<file path="config.mk">
export PLATFORM = sky130hd
export DESIGN_NAME = shot_mover_top
export DESIGN_NICKNAME = d
export VERILOG_FILES = /design/src/common/shot_pkg.sv /design/src/logic/shot_mover_top.sv /design/src/logic/shot_step.sv /design/src/logic/shot_table.sv /design/src/shot_ctrl/shot_move_ctrl.sv
export VERILOG_INCLUDE_DIRS = /design/src /design/src/common
export SDC_FILE = /design/constraint.sdc
export NUM_CORES = 1
export LEC_CHECK = 0
export ABC_AREA = 0
export BUFFER_PORTS_ARGS = -buffer_cell sky130_fd_sc_hd__buf_2
export CAP_MARGIN = 10
export CORE_ASPECT_RATIO = 0.9
export CORE_MARGIN = 1
export CORE_UTILIZATION = 55
export CTS_BUF_LIST = sky130_fd_sc_hd__clkbuf_4
export DETAILED_ROUTE_END_ITERATION = 8
export GPL_TIMING_DRIVEN = 0
export HOLD_SLACK_MARGIN = 0.03
export PLACE_DENSITY = 0.79
export SYNTH_ARGS = -nofsm -noshare
export SYNTH_HDL_FRONTEND = slang
export SYNTH_SLANG_ARGS = --single-unit
</file>
<file path="constraint.sdc">
create_clock -name clock -period 6.1 [get_ports clock]
set_clock_uncertainty 0.2 [all_clocks]
set_input_delay 0.305 -clock clock [delete_from_list [all_inputs] [get_ports clock]]
set_output_delay 0.305 -clock clock [all_outputs]
set_load 0.03 [all_outputs]
</file>
<file path="src/common/shot_cfg.svh">
/* Shot mover configuration
   Slot count, coordinate width, field borders and step size */

`ifndef SHOT_CFG_SVH
`define SHOT_CFG_SVH

// Table size
`define SHOT_SLOTS      8

// One screen coordinate
`define SHOT_COORD_W    8

// Inclusive field borders, both axes start at 0
`define SHOT_X_MAX      159
`define SHOT_Y_MAX      119

// Distance covered in one pass
`define SHOT_STEP       1

`endif

</file>
<file path="src/common/shot_pkg.sv">
/* Shot mover types
   Coordinate, slot index, direction, shot record and control states */

`default_nettype none

`include "shot_cfg.svh"

package shot_pkg;

        typedef logic [`SHOT_COORD_W-1:0]        coord_t;
        typedef logic [$clog2(`SHOT_SLOTS)-1:0]  slot_t;

        typedef enum logic [1:0] {
                dir_right = 2'd0,       // +X
                dir_left  = 2'd1,       // -X
                dir_down  = 2'd2,       // +Y
                dir_up    = 2'd3        // -Y
        } shot_dir_t;

        typedef struct packed {
                logic      loaded;
                shot_dir_t dir;
                coord_t    x;
                coord_t    y;
        } shot_t;

        typedef enum logic [3:0] {
                st_idle, st_clear_count, st_check_loaded, st_check_edge,
                st_unload, st_save_unload, st_pick_dir,
                st_step_x_up, st_step_x_down, st_step_y_up, st_step_y_down,
                st_save_pos, st_next_slot, st_settle, st_done
        } move_state_t;

endpackage

`default_nettype wire

</file>
<file path="src/logic/shot_mover_top.sv">
/* Shot mover top level
   Control unit, shot table and step datapath */

`timescale 1ns/1ns
`default_nettype none

module shot_mover_top (
        input  logic            clock,
        input  logic            reset,
        input  logic            fire,
        input  shot_pkg::slot_t fire_slot,
        input  shot_pkg::shot_t fire_shot,
        input  logic            move,
        output logic            move_done,
        input  shot_pkg::slot_t peek_slot,
        output shot_pkg::shot_t peek_shot
);
        import shot_pkg::*;

        slot_t  cur_slot;
        shot_t  cur_shot;
        shot_t  wr_shot;
        logic   wr_en;
        coord_t next_x;
        coord_t next_y;
        logic   at_x_max;
        logic   at_x_min;
        logic   at_y_max;
        logic   at_y_min;

        shot_move_ctrl ctrl_i (
                .clock     (clock),
                .reset     (reset),
                .move      (move),
                .cur_shot  (cur_shot),
                .next_x    (next_x),
                .next_y    (next_y),
                .at_x_max  (at_x_max),
                .at_x_min  (at_x_min),
                .at_y_max  (at_y_max),
                .at_y_min  (at_y_min),
                .cur_slot  (cur_slot),
                .wr_en     (wr_en),
                .wr_shot   (wr_shot),
                .move_done (move_done)
        );

        shot_table table_i (
                .clock     (clock),
                .reset     (reset),
                .fire      (fire),
                .fire_slot (fire_slot),
                .fire_shot (fire_shot),
                .wr_en     (wr_en),
                .cur_slot  (cur_slot),
                .wr_shot   (wr_shot),
                .peek_slot (peek_slot),
                .cur_shot  (cur_shot),
                .peek_shot (peek_shot)
        );

        shot_step step_i (
                .cur_shot (cur_shot),
                .next_x   (next_x),
                .next_y   (next_y),
                .at_x_max (at_x_max),
                .at_x_min (at_x_min),
                .at_y_max (at_y_max),
                .at_y_min (at_y_min)
        );

endmodule

`default_nettype wire

</file>
<file path="src/logic/shot_step.sv">
/* Shot step datapath
   Next coordinate along the shot direction and field border flags */

`timescale 1ns/1ns
`default_nettype none

`include "shot_cfg.svh"

module shot_step (
        input  shot_pkg::shot_t  cur_shot,
        output shot_pkg::coord_t next_x,
        output shot_pkg::coord_t next_y,
        output logic             at_x_max,
        output logic             at_x_min,
        output logic             at_y_max,
        output logic             at_y_min
);
        import shot_pkg::*;

        localparam coord_t step  = coord_t'(`SHOT_STEP);
        localparam coord_t x_max = coord_t'(`SHOT_X_MAX);
        localparam coord_t y_max = coord_t'(`SHOT_Y_MAX);

        // Only the axis of travel changes
        always_comb begin
                next_x = cur_shot.x;
                next_y = cur_shot.y;
                case (cur_shot.dir)
                        dir_right: next_x = cur_shot.x + step;
                        dir_left:  next_x = cur_shot.x - step;
                        dir_down:  next_y = cur_shot.y + step;
                        dir_up:    next_y = cur_shot.y - step;
                        default: ;
                endcase
        end

        assign at_x_max = (cur_shot.x >= x_max);
        assign at_x_min = (cur_shot.x == '0);
        assign at_y_max = (cur_shot.y >= y_max);
        assign at_y_min = (cur_shot.y == '0);

endmodule

`default_nettype wire

</file>
<file path="src/logic/shot_table.sv">
/* Shot table
   Register file of shot records with fire and control write ports */

`timescale 1ns/1ns
`default_nettype none

`include "shot_cfg.svh"

module shot_table (
        input  logic            clock,
        input  logic            reset,
        input  logic            fire,           // Fire write strobe
        input  shot_pkg::slot_t fire_slot,
        input  shot_pkg::shot_t fire_shot,
        input  logic            wr_en,          // Control write strobe
        input  shot_pkg::slot_t cur_slot,
        input  shot_pkg::shot_t wr_shot,
        input  shot_pkg::slot_t peek_slot,
        output shot_pkg::shot_t cur_shot,
        output shot_pkg::shot_t peek_shot
);
        import shot_pkg::*;

        shot_t shots [`SHOT_SLOTS];

        always_ff @(posedge clock or posedge reset) begin
                if (reset) begin
                        shots <= '{default: '0};        // All slots unloaded
                end else if (wr_en) begin
                        shots[cur_slot] <= wr_shot;     // Control port has priority
                end else if (fire) begin
                        shots[fire_slot] <= fire_shot;
                end
        end

        assign cur_shot  = shots[cur_slot];
        assign peek_shot = shots[peek_slot];

        // Fire is only legal while the control unit sits idle
        a_no_write_clash: assert property (@(posedge clock) disable iff (reset)
                !(fire && wr_en));

endmodule

`default_nettype wire

</file>
<file path="src/shot_ctrl/shot_move_ctrl.sv">
/* Shot move control unit
   Moore FSM that walks every slot, unloads shots at their edge and steps the rest */

`timescale 1ns/1ns
`default_nettype none

`include "shot_cfg.svh"

module shot_move_ctrl (
        input  logic             clock,
        input  logic             reset,
        input  logic             move,          // Starts one pass
        input  shot_pkg::shot_t  cur_shot,
        input  shot_pkg::coord_t next_x,
        input  shot_pkg::coord_t next_y,
        input  logic             at_x_max,
        input  logic             at_x_min,
        input  logic             at_y_max,
        input  logic             at_y_min,
        output shot_pkg::slot_t  cur_slot,
        output logic             wr_en,
        output shot_pkg::shot_t  wr_shot,
        output logic             move_done
);
        import shot_pkg::*;

        localparam slot_t last_slot_idx = slot_t'(`SHOT_SLOTS - 1);

        move_state_t state, state_next;
        slot_t       slot_cnt;
        logic        live;              // Loaded flag of the visited slot
        logic        edge_hit;          // Shot sits on the border it heads to
        logic        last_slot;
        shot_t       hold;              // Record to be written back

        assign last_slot = (slot_cnt == last_slot_idx);

        always_ff @(posedge clock or posedge reset) begin
                if (reset)
                        state <= st_idle;
                else
                        state <= state_next;
        end

        // Slot counter, wraps after the last slot
        always_ff @(posedge clock or posedge reset) begin
                if (reset)
                        slot_cnt <= '0;
                else if (state == st_clear_count)
                        slot_cnt <= '0;
                else if (state == st_next_slot || state == st_save_unload)
                        slot_cnt <= slot_cnt + 1'b1;
        end

        always_ff @(posedge clock or posedge reset) begin
                if (reset)
                        live <= 1'b0;
                else if (state == st_check_loaded)
                        live <= cur_shot.loaded;
        end

        always_ff @(posedge clock) begin
                case (state)
                        st_unload: begin
                                hold        <= cur_shot;
                                hold.loaded <= 1'b0;    // Shot leaves the field
                        end
                        st_pick_dir:                    hold   <= cur_shot;
                        st_step_x_up, st_step_x_down:   hold.x <= next_x;
                        st_step_y_up, st_step_y_down:   hold.y <= next_y;
                        default: ;
                endcase
        end

        // Border in the direction of travel
        always_comb begin
                case (cur_shot.dir)
                        dir_right: edge_hit = at_x_max;
                        dir_left:  edge_hit = at_x_min;
                        dir_down:  edge_hit = at_y_max;
                        default:   edge_hit = at_y_min;
                endcase
        end

        always_comb begin
                case (state)
                        st_idle:         state_next = move ? st_clear_count : st_idle;
                        st_clear_count:  state_next = st_check_loaded;
                        st_check_loaded: state_next = st_check_edge;
                        st_check_edge: begin
                                if (!live)
                                        state_next = last_slot ? st_done : st_next_slot;
                                else if (edge_hit)
                                        state_next = st_unload;
                                else
                                        state_next = st_pick_dir;
                        end
                        st_unload:       state_next = st_save_unload;
                        st_save_unload:  state_next = last_slot ? st_done : st_settle;
                        st_pick_dir: begin
                                case (cur_shot.dir)
                                        dir_right: state_next = st_step_x_up;
                                        dir_left:  state_next = st_step_x_down;
                                        dir_down:  state_next = st_step_y_up;
                                        default:   state_next = st_step_y_down;
                                endcase
                        end
                        st_step_x_up,
                        st_step_x_down,
                        st_step_y_up,
                        st_step_y_down:  state_next = st_save_pos;
                        st_save_pos:     state_next = last_slot ? st_done : st_next_slot;
                        st_next_slot:    state_next = st_settle;
                        st_settle:       state_next = st_check_loaded;
                        st_done:         state_next = st_idle;
                        default:         state_next = st_idle;
                endcase
        end

        // Moore outputs
        assign cur_slot  = slot_cnt;
        assign wr_en     = (state == st_save_unload) || (state == st_save_pos);
        assign wr_shot   = hold;
        assign move_done = (state == st_done);

        a_done_single: assert property (@(posedge clock) disable iff (reset)
                move_done |=> !move_done);

        // Table still holds the old record during the write cycle
        a_write_loaded: assert property (@(posedge clock) disable iff (reset)
                $rose(wr_en) |-> cur_shot.loaded);

endmodule

`default_nettype wire

</file>
==> flow_summary.toml, run 1 <==
[outcome]
status = "complete, but fails checks"
violations = "design-rule violations"

[power]
pwr-share-clk_pct = 11.1
cellPowerDensity_nw_per_um2 = 547.3
switching_share_pct = 47.39
p_int_mw = 3.596
combPwrFrac_pct = 55.9
pwr-share-seq_pct = 33.0
switching_power_mw = 3.239
p_leak_nw = 5.588
ir_drop_mv = 0.2567

[setup_path]
end_kind = "flop"
reg2reg_depth = 19
crit_arrival_ns = 5.85
r2r_start = "ctrl_i.cur_slot[1]"
crit_type = "reg -> reg"
critical_path.max_fanout = 10
required_ns = 6.23
start_kind = "flop"
r2r_slack_ns = 0.38
r2r-end = "ctrl_i.wr_shot[14]"

[timing]
final.min_clock_period_ns = 5.721
finalWorstSetupSlack_ns = 0.3791
hold_viol = 0
rsz0062_at_grt = "no"
slew_headroom_pct = 13.59
min_period_over_period_pct = 93.79
tightest_slew_ns = 1.291
setup_viol = 0
whs_ns = 0.04837
clock.fmax_ghz = 0.1748
slew_violations = 0

[logic_synthesis]
synth-edff-count = 19
syn_area_per_cell_um2 = 9.659
synthArstFlopShare_pct = 89.39
yosysTopAreaCell = "dfrtp_1"
syn-instance-count = 1187
ys_types = 84
ys_ff_latch = 179
syn_nets = 1237
yosysMostFrequentCell = "nand2_1"
ys_top_cells_by_count = "nand2_1 (309), dfrtp_1 (160), a22oi_1 (154)"
yosysSeqAreaShare_pct = 39.90
yosysTopAreaCellShare_pct = 34.92
synth_area_leaders = "dfrtp_1 (35%), mux4_2 (10%), nand2_1 (10%), a22oi_1 (10%), edfxtp_1 (5.0%)"
netlist_area_um2 = 11460
synthFlopType = "dfrtp_1"
synth_warnings = 0

[layout]
seq_area_um2 = 4574
syn2layout_area_growth_pct = 8.927
layout-drive-gt1-share_pct = 17.90
multiInputGateArea_um2 = 6255
num-fill-cells = 1681
nNetsFinal = 1305

[global_routing]
grt_pass1_wl_um = 59960
antenna_found_initial = 1
grt_pass1_vias = 10160
grt_overflow = 0
grt_max_degree = 99
track_usage_pct = 37.83

[drt]
ant_nets = 0
wl_met3_um = 6161
wl_met1_um = 14590
avgViaCountPerCell = 6.873
firstDrtPassIters = 9
vias = 10480
routed-wl-met2_um = 16960
drt_iter0_drc = 1652
drt_drc_violations_left = 2
top_layer_used = "met4"
wl_per_cell_um = 25.97
drt-total-wl_um = 39570

[cts]
clockRootBuffer = "clkbuf_4"
clock_sinks = 179
cts.clk_slew.worst_paths_ns = 0.16
clock_path_buffers = 2
cts_tree = "built"
cts_buffers = 17
clkLatencyLatePin_ns = 0.61
cts_htree_levels = 4
post_cts_buffers = 0

[place]
gp_congestion = 1.044
dp_slack_ns = 0.5566
hpwl_um = 26630
port_buffers = 25

[die]
ioPinCount = 49
die-area_um2 = 21430
num_rows = 49
die_h_um = 139.0
start_util_pct = 56.67
die_width_um = 154.2
coreArea_um2 = 20230

[job]
max-cap-violations = 0

[hold_path]
hold_class = "in -> async"
layer usage:
metal | vias to the layer above | track usage [%]
met2 | 861 | 54.45
li1 | 4434 | -
met5 | - | 0
met1 | 5005 | 50.47
met4 | 0 | 16.63
met3 | 175 | 14.97
metrics by stage:
step / power [mW] / utilization (%) / setup TNS [ns] / cell area, µm² / std cells
2_1_floorplan: 4.843 / - / 0 / 11460 / 1187
3_3_place_gp: 5.790 / 58.86 / -111.04 / 11910 / 1467
3_5_place_dp: 5.924 / 59.04 / 0 / 11940 / 1468
4_1_cts: 6.671 / 61.71 / 0 / 12490 / 1523
5_1_grt: 7.165 / 61.73 / 0 / 12490 / 1524
6_report: 6.834 / 61.73 / 0 / 12490 / 1524
power groups by stage:
stage | clock, mW | sequential [mW] | combinational, mW
after floorplan | 0 | 2.07 | 2.78
after global placement | 0 | 2.22 | 3.57
after detailed placement | 0 | 2.24 | 3.68
after CTS | 0.747 | 2.22 | 3.71
after global routing | 0.790 | 2.29 | 4.09
final | 0.758 | 2.25 | 3.82
cell families (layout without fill, tap and decap cells):
| family | Yosys count | in the layout | synth area share, % |
|---|---|---|---|
| mux | 110 | 110 | 16.32 |
| compound gates | 274 | 274 | 17.21 |
| buf+inv | 139 | 220 | 5.544 |
| simple gates | 451 | 451 | 17.61 |
| fa+ha+maj | 21 | 21 | 2.423 |
| flops | 179 | 179 | 39.90 |
| xor+xnor | 13 | 13 | 0.9931 |
| other cells | 0 | 1 | 0 |
flip-flops by register name (all words and copies together) (netlist names):
| name | count |
|---|---|
| table_i.shots | 152 |
| ctrl_i.wr_shot | 19 |
| ctrl_i.state | 4 |
| ctrl_i.cur_slot | 3 |
| ctrl_i.live | 1 |
cell type report:
cell class / count / area share, %
diodes: 1 / 0.02004
repair buffers: 49 / 3.066
multi-input cells: 869 / 50.09
well taps: 255 / 2.555
clock inverters: 14 / 1.413
plain buffers: 116 / 4.398
clock buffers: 18 / 1.082
inverters: 23 / 0.7514
flip-flops and latches: 179 / 36.63
cell usage in the layout (no fill, tap or decap), drive strengths merged, types with 19 or more instances in the layout:
cell	Yosys	routed
nand2	310	310
dfrtp	160	160
a22oi	154	154
clkbuf	67	85
buf	49	75
mux4	55	55
nor2	48	48
o21ai	42	42
mux2	37	37
inv	23	27
dlygate4sd3	0	23
a21oi	22	22
nor3	21	21
ha	19	19
edfxtp	19	19
critical path, stage by stage (launching register included):
cell	delay, ns
dfrtp_1	0.57
buf_2	0.40
buf_4	0.35
buf_2	0.35
buf_2	0.35
mux2i_1	0.21
o21ai_0	0.10
a221oi_1	0.82
inv_1	0.20
ha_1	0.38
clkbuf_1	0.24
inv_1	0.15
fa_1	0.23
nor2b_1	0.06
o21a_1	0.17
o21ai_0	0.14
nand2b_1	0.08
a21oi_1	0.18
xor2_1	0.18
a21oi_1	0.09
what timing repair did:
action	4_1_cts	5_1_grt
endpoints found under the hold margin	254	0
hold buffers	23	0
gates resized for setup	0	0
how the worst max path moves through the flow:
stage,startpoint,to,slack (ns),cells past startpoint
global route,ctrl_i.cur_slot[1],ctrl_i.wr_shot[14],0.14,19
detailed placement,ctrl_i.cur_slot[1],ctrl_i.wr_shot[7],0.56,17
floorplan,reset,ctrl_i.cur_slot[0],1.28,1
finish,ctrl_i.cur_slot[1],ctrl_i.wr_shot[14],0.38,19
CTS,ctrl_i.cur_slot[1],ctrl_i.wr_shot[7],0.55,17
global placement,reset,table_i.shots[23],-0.71,2
Power figures use the tool's default switching activity.
==> inputs of run 2 (changes only) <==
PLACE_DENSITY = 0.82   (was 0.79)
clock period = 6.7 ns   (was 6.1 ns; I/O delays follow)
==> flow_summary.toml, run 2 (synthesis results as in run 1) <==
[place]
dp_cells = 1468
port_buffers = 25
hpwl_um = 27070
gp_congestion = 1.027
dp_slack_ns = 1.140

[setup_path]
start_kind = "flop"
crit_top_cell = "buf_2"
worst_path_largest_cell_delay_ns = 0.77
crit_type = "reg -> reg"
critical_path.max_fanout = 11
crit_chain = "buf_2 > buf_4 > buf_2 > buf_2 > mux2i_1 > o21ai_0 > a221oi_1 > inv_1 > ha_1 > ha_1 > and2_1 > o21ai_0 > o211ai_1 > a31oi_1 > xnor2_1 > a21oi_1 > a31oi_1"
required_ns = 6.98
crit_slowest_cell = "a221oi_1"
crit_arrival_ns = 6.04
end_kind = "flop"

[power]
p_total_mw = 6.259
ir_drop_mv = 0.2389
p_leak_nw = 5.604
cellPowerDensity_nw_per_um2 = 500.7

[global_routing]
antenna_found_initial = 2
grt_pass1_wl_um = 60290
grt_overflow = 0
grt_max_degree = 94
grt_pass1_vias = 10150
track_usage_pct = 38.15

[drt]
drt_iter0_drc = 1669
drt_drc_violations_left = 0
avgViaCountPerCell = 6.951
ant_nets = 0
wl_per_cell_um = 26.20
firstDrtPassIters = 8
vias = 10600
drt-total-wl_um = 39960

[timing]
clock.fmax_ghz = 0.1735
slew_violations = 0
finalWorstSetupSlack_ns = 0.9364
setup_viol = 0
min_period_over_period_pct = 86.02
hold_viol = 0
final.min_clock_period_ns = 5.764
finalSetupTns_ns = 0
whs_ns = 0.03635
rsz0062_at_grt = "no"
slew_headroom_pct = 20.93
tightest_slew_ns = 1.186

[die]
die_h_um = 139.0
start_util_pct = 56.67
die_width_um = 154.2
ioPinCount = 49
die-area_um2 = 21430
coreArea_um2 = 20230
num_rows = 49

[layout]
nNetsFinal = 1305
num-fill-cells = 1647
largest_reg_flops = 152
layout.cells.non_filler = 1525
layout_commonest_cell = "nand2_1"
layout-drive-gt1-share_pct = 17.98
syn2layout_area_growth_pct = 9.036
regMostFlops = "table_i.shots"
mostFrequentLayoutCells = "nand2_1 (309), dfrtp_1 (160), a22oi_1 (154), buf_2 (59), clkbuf_1 (57)"

[outcome]
status = "finished, final reports clean"

[cts]
cts.clk_slew.worst_paths_ns = 0.16
clockRootBuffer = "clkbuf_4"
clock_sinks = 179
cts_tree = "built"
cts_htree_levels = 4
post_cts_buffers = 0
clkLatencyLatePin_ns = 0.64
cts_hold_buf = 22
clock_path_buffers = 2
cts_buffers = 17
cts_resized = 0

[hold_path]
hold_class = "in -> reg"

[job]
max-cap-violations = 0
-- run 2: per-layer routing --
| layer | track usage (%) | part of all wire (%) | routed length [µm] |
|---|---|---|---|
| met1 | 50.54 | 36 | 14490 |
| met2 | 56.84 | 44 | 17380 |
| met3 | 12.72 | 15 | 6053 |
| met4 | 17.32 | 5.0 | 2014 |
| met5 | 0 | 0.043 | 17 |
-- run 2: area by class of cell --
class	instances	area, µm²	area share [%]
clock buffers	17	127.6	1.021
repair buffers	49	377.9	3.023
plain buffers	116	549.3	4.394
flip-flops and latches	179	4574	36.59
multi-input cells	869	6255	50.04
inverters	23	93.84	0.7507
clock inverters	15	198.9	1.591
diodes	2	5.005	0.04004
well taps	255	319.1	2.552
-- run 2: stage by stage --
| step | cell area [µm²] | utilization (%) |
|---|---|---|
| after floorplan | 11460 | - |
| after global placement | 11910 | 58.86 |
| after detailed placement | 11940 | 59.04 |
| after CTS | 12490 | 61.74 |
| after global routing | 12500 | 61.77 |
| final | 12500 | 61.79 |
-- run 2: final timing paths --
check                                          end               start  depth (start not counted)  slack, ns
min in group asynchronous       table_i.shots[125]               reset                          3       0.07
max in group asynchronous       table_i.shots[131]               reset                          4       5.38
worst min register to register   table_i.shots[26]   table_i.shots[26]                          2       0.31
worst min-delay path             table_i.shots[57]        fire_slot[1]                          4       0.04
worst max register to register   ctrl_i.wr_shot[7]  ctrl_i.cur_slot[1]                         17       0.94
worst max-delay path             ctrl_i.wr_shot[7]  ctrl_i.cur_slot[1]                         17       0.94
-- run 2: report_power, final --
group          internal, mW  switching, mW  total, mW  leakage [nW]
Combinational          1.37           2.12       3.49          3.22
Clock                 0.300          0.422      0.723         0.182
Sequential             1.63          0.413       2.05          2.20
Total                  3.31           2.95       6.26          5.60
-- run 2: worst max-delay path: cells and delay by family (launching register included) --
| family | cells | cell delay, ns |
|---|---|---|
| compound gates | 7 | 1.76 |
| buf+inv | 5 | 1.65 |
| fa+ha+maj | 2 | 0.83 |
| flops | 1 | 0.57 |
| mux | 1 | 0.22 |
| xor+xnor | 1 | 0.19 |
| simple gates | 1 | 0.18 |
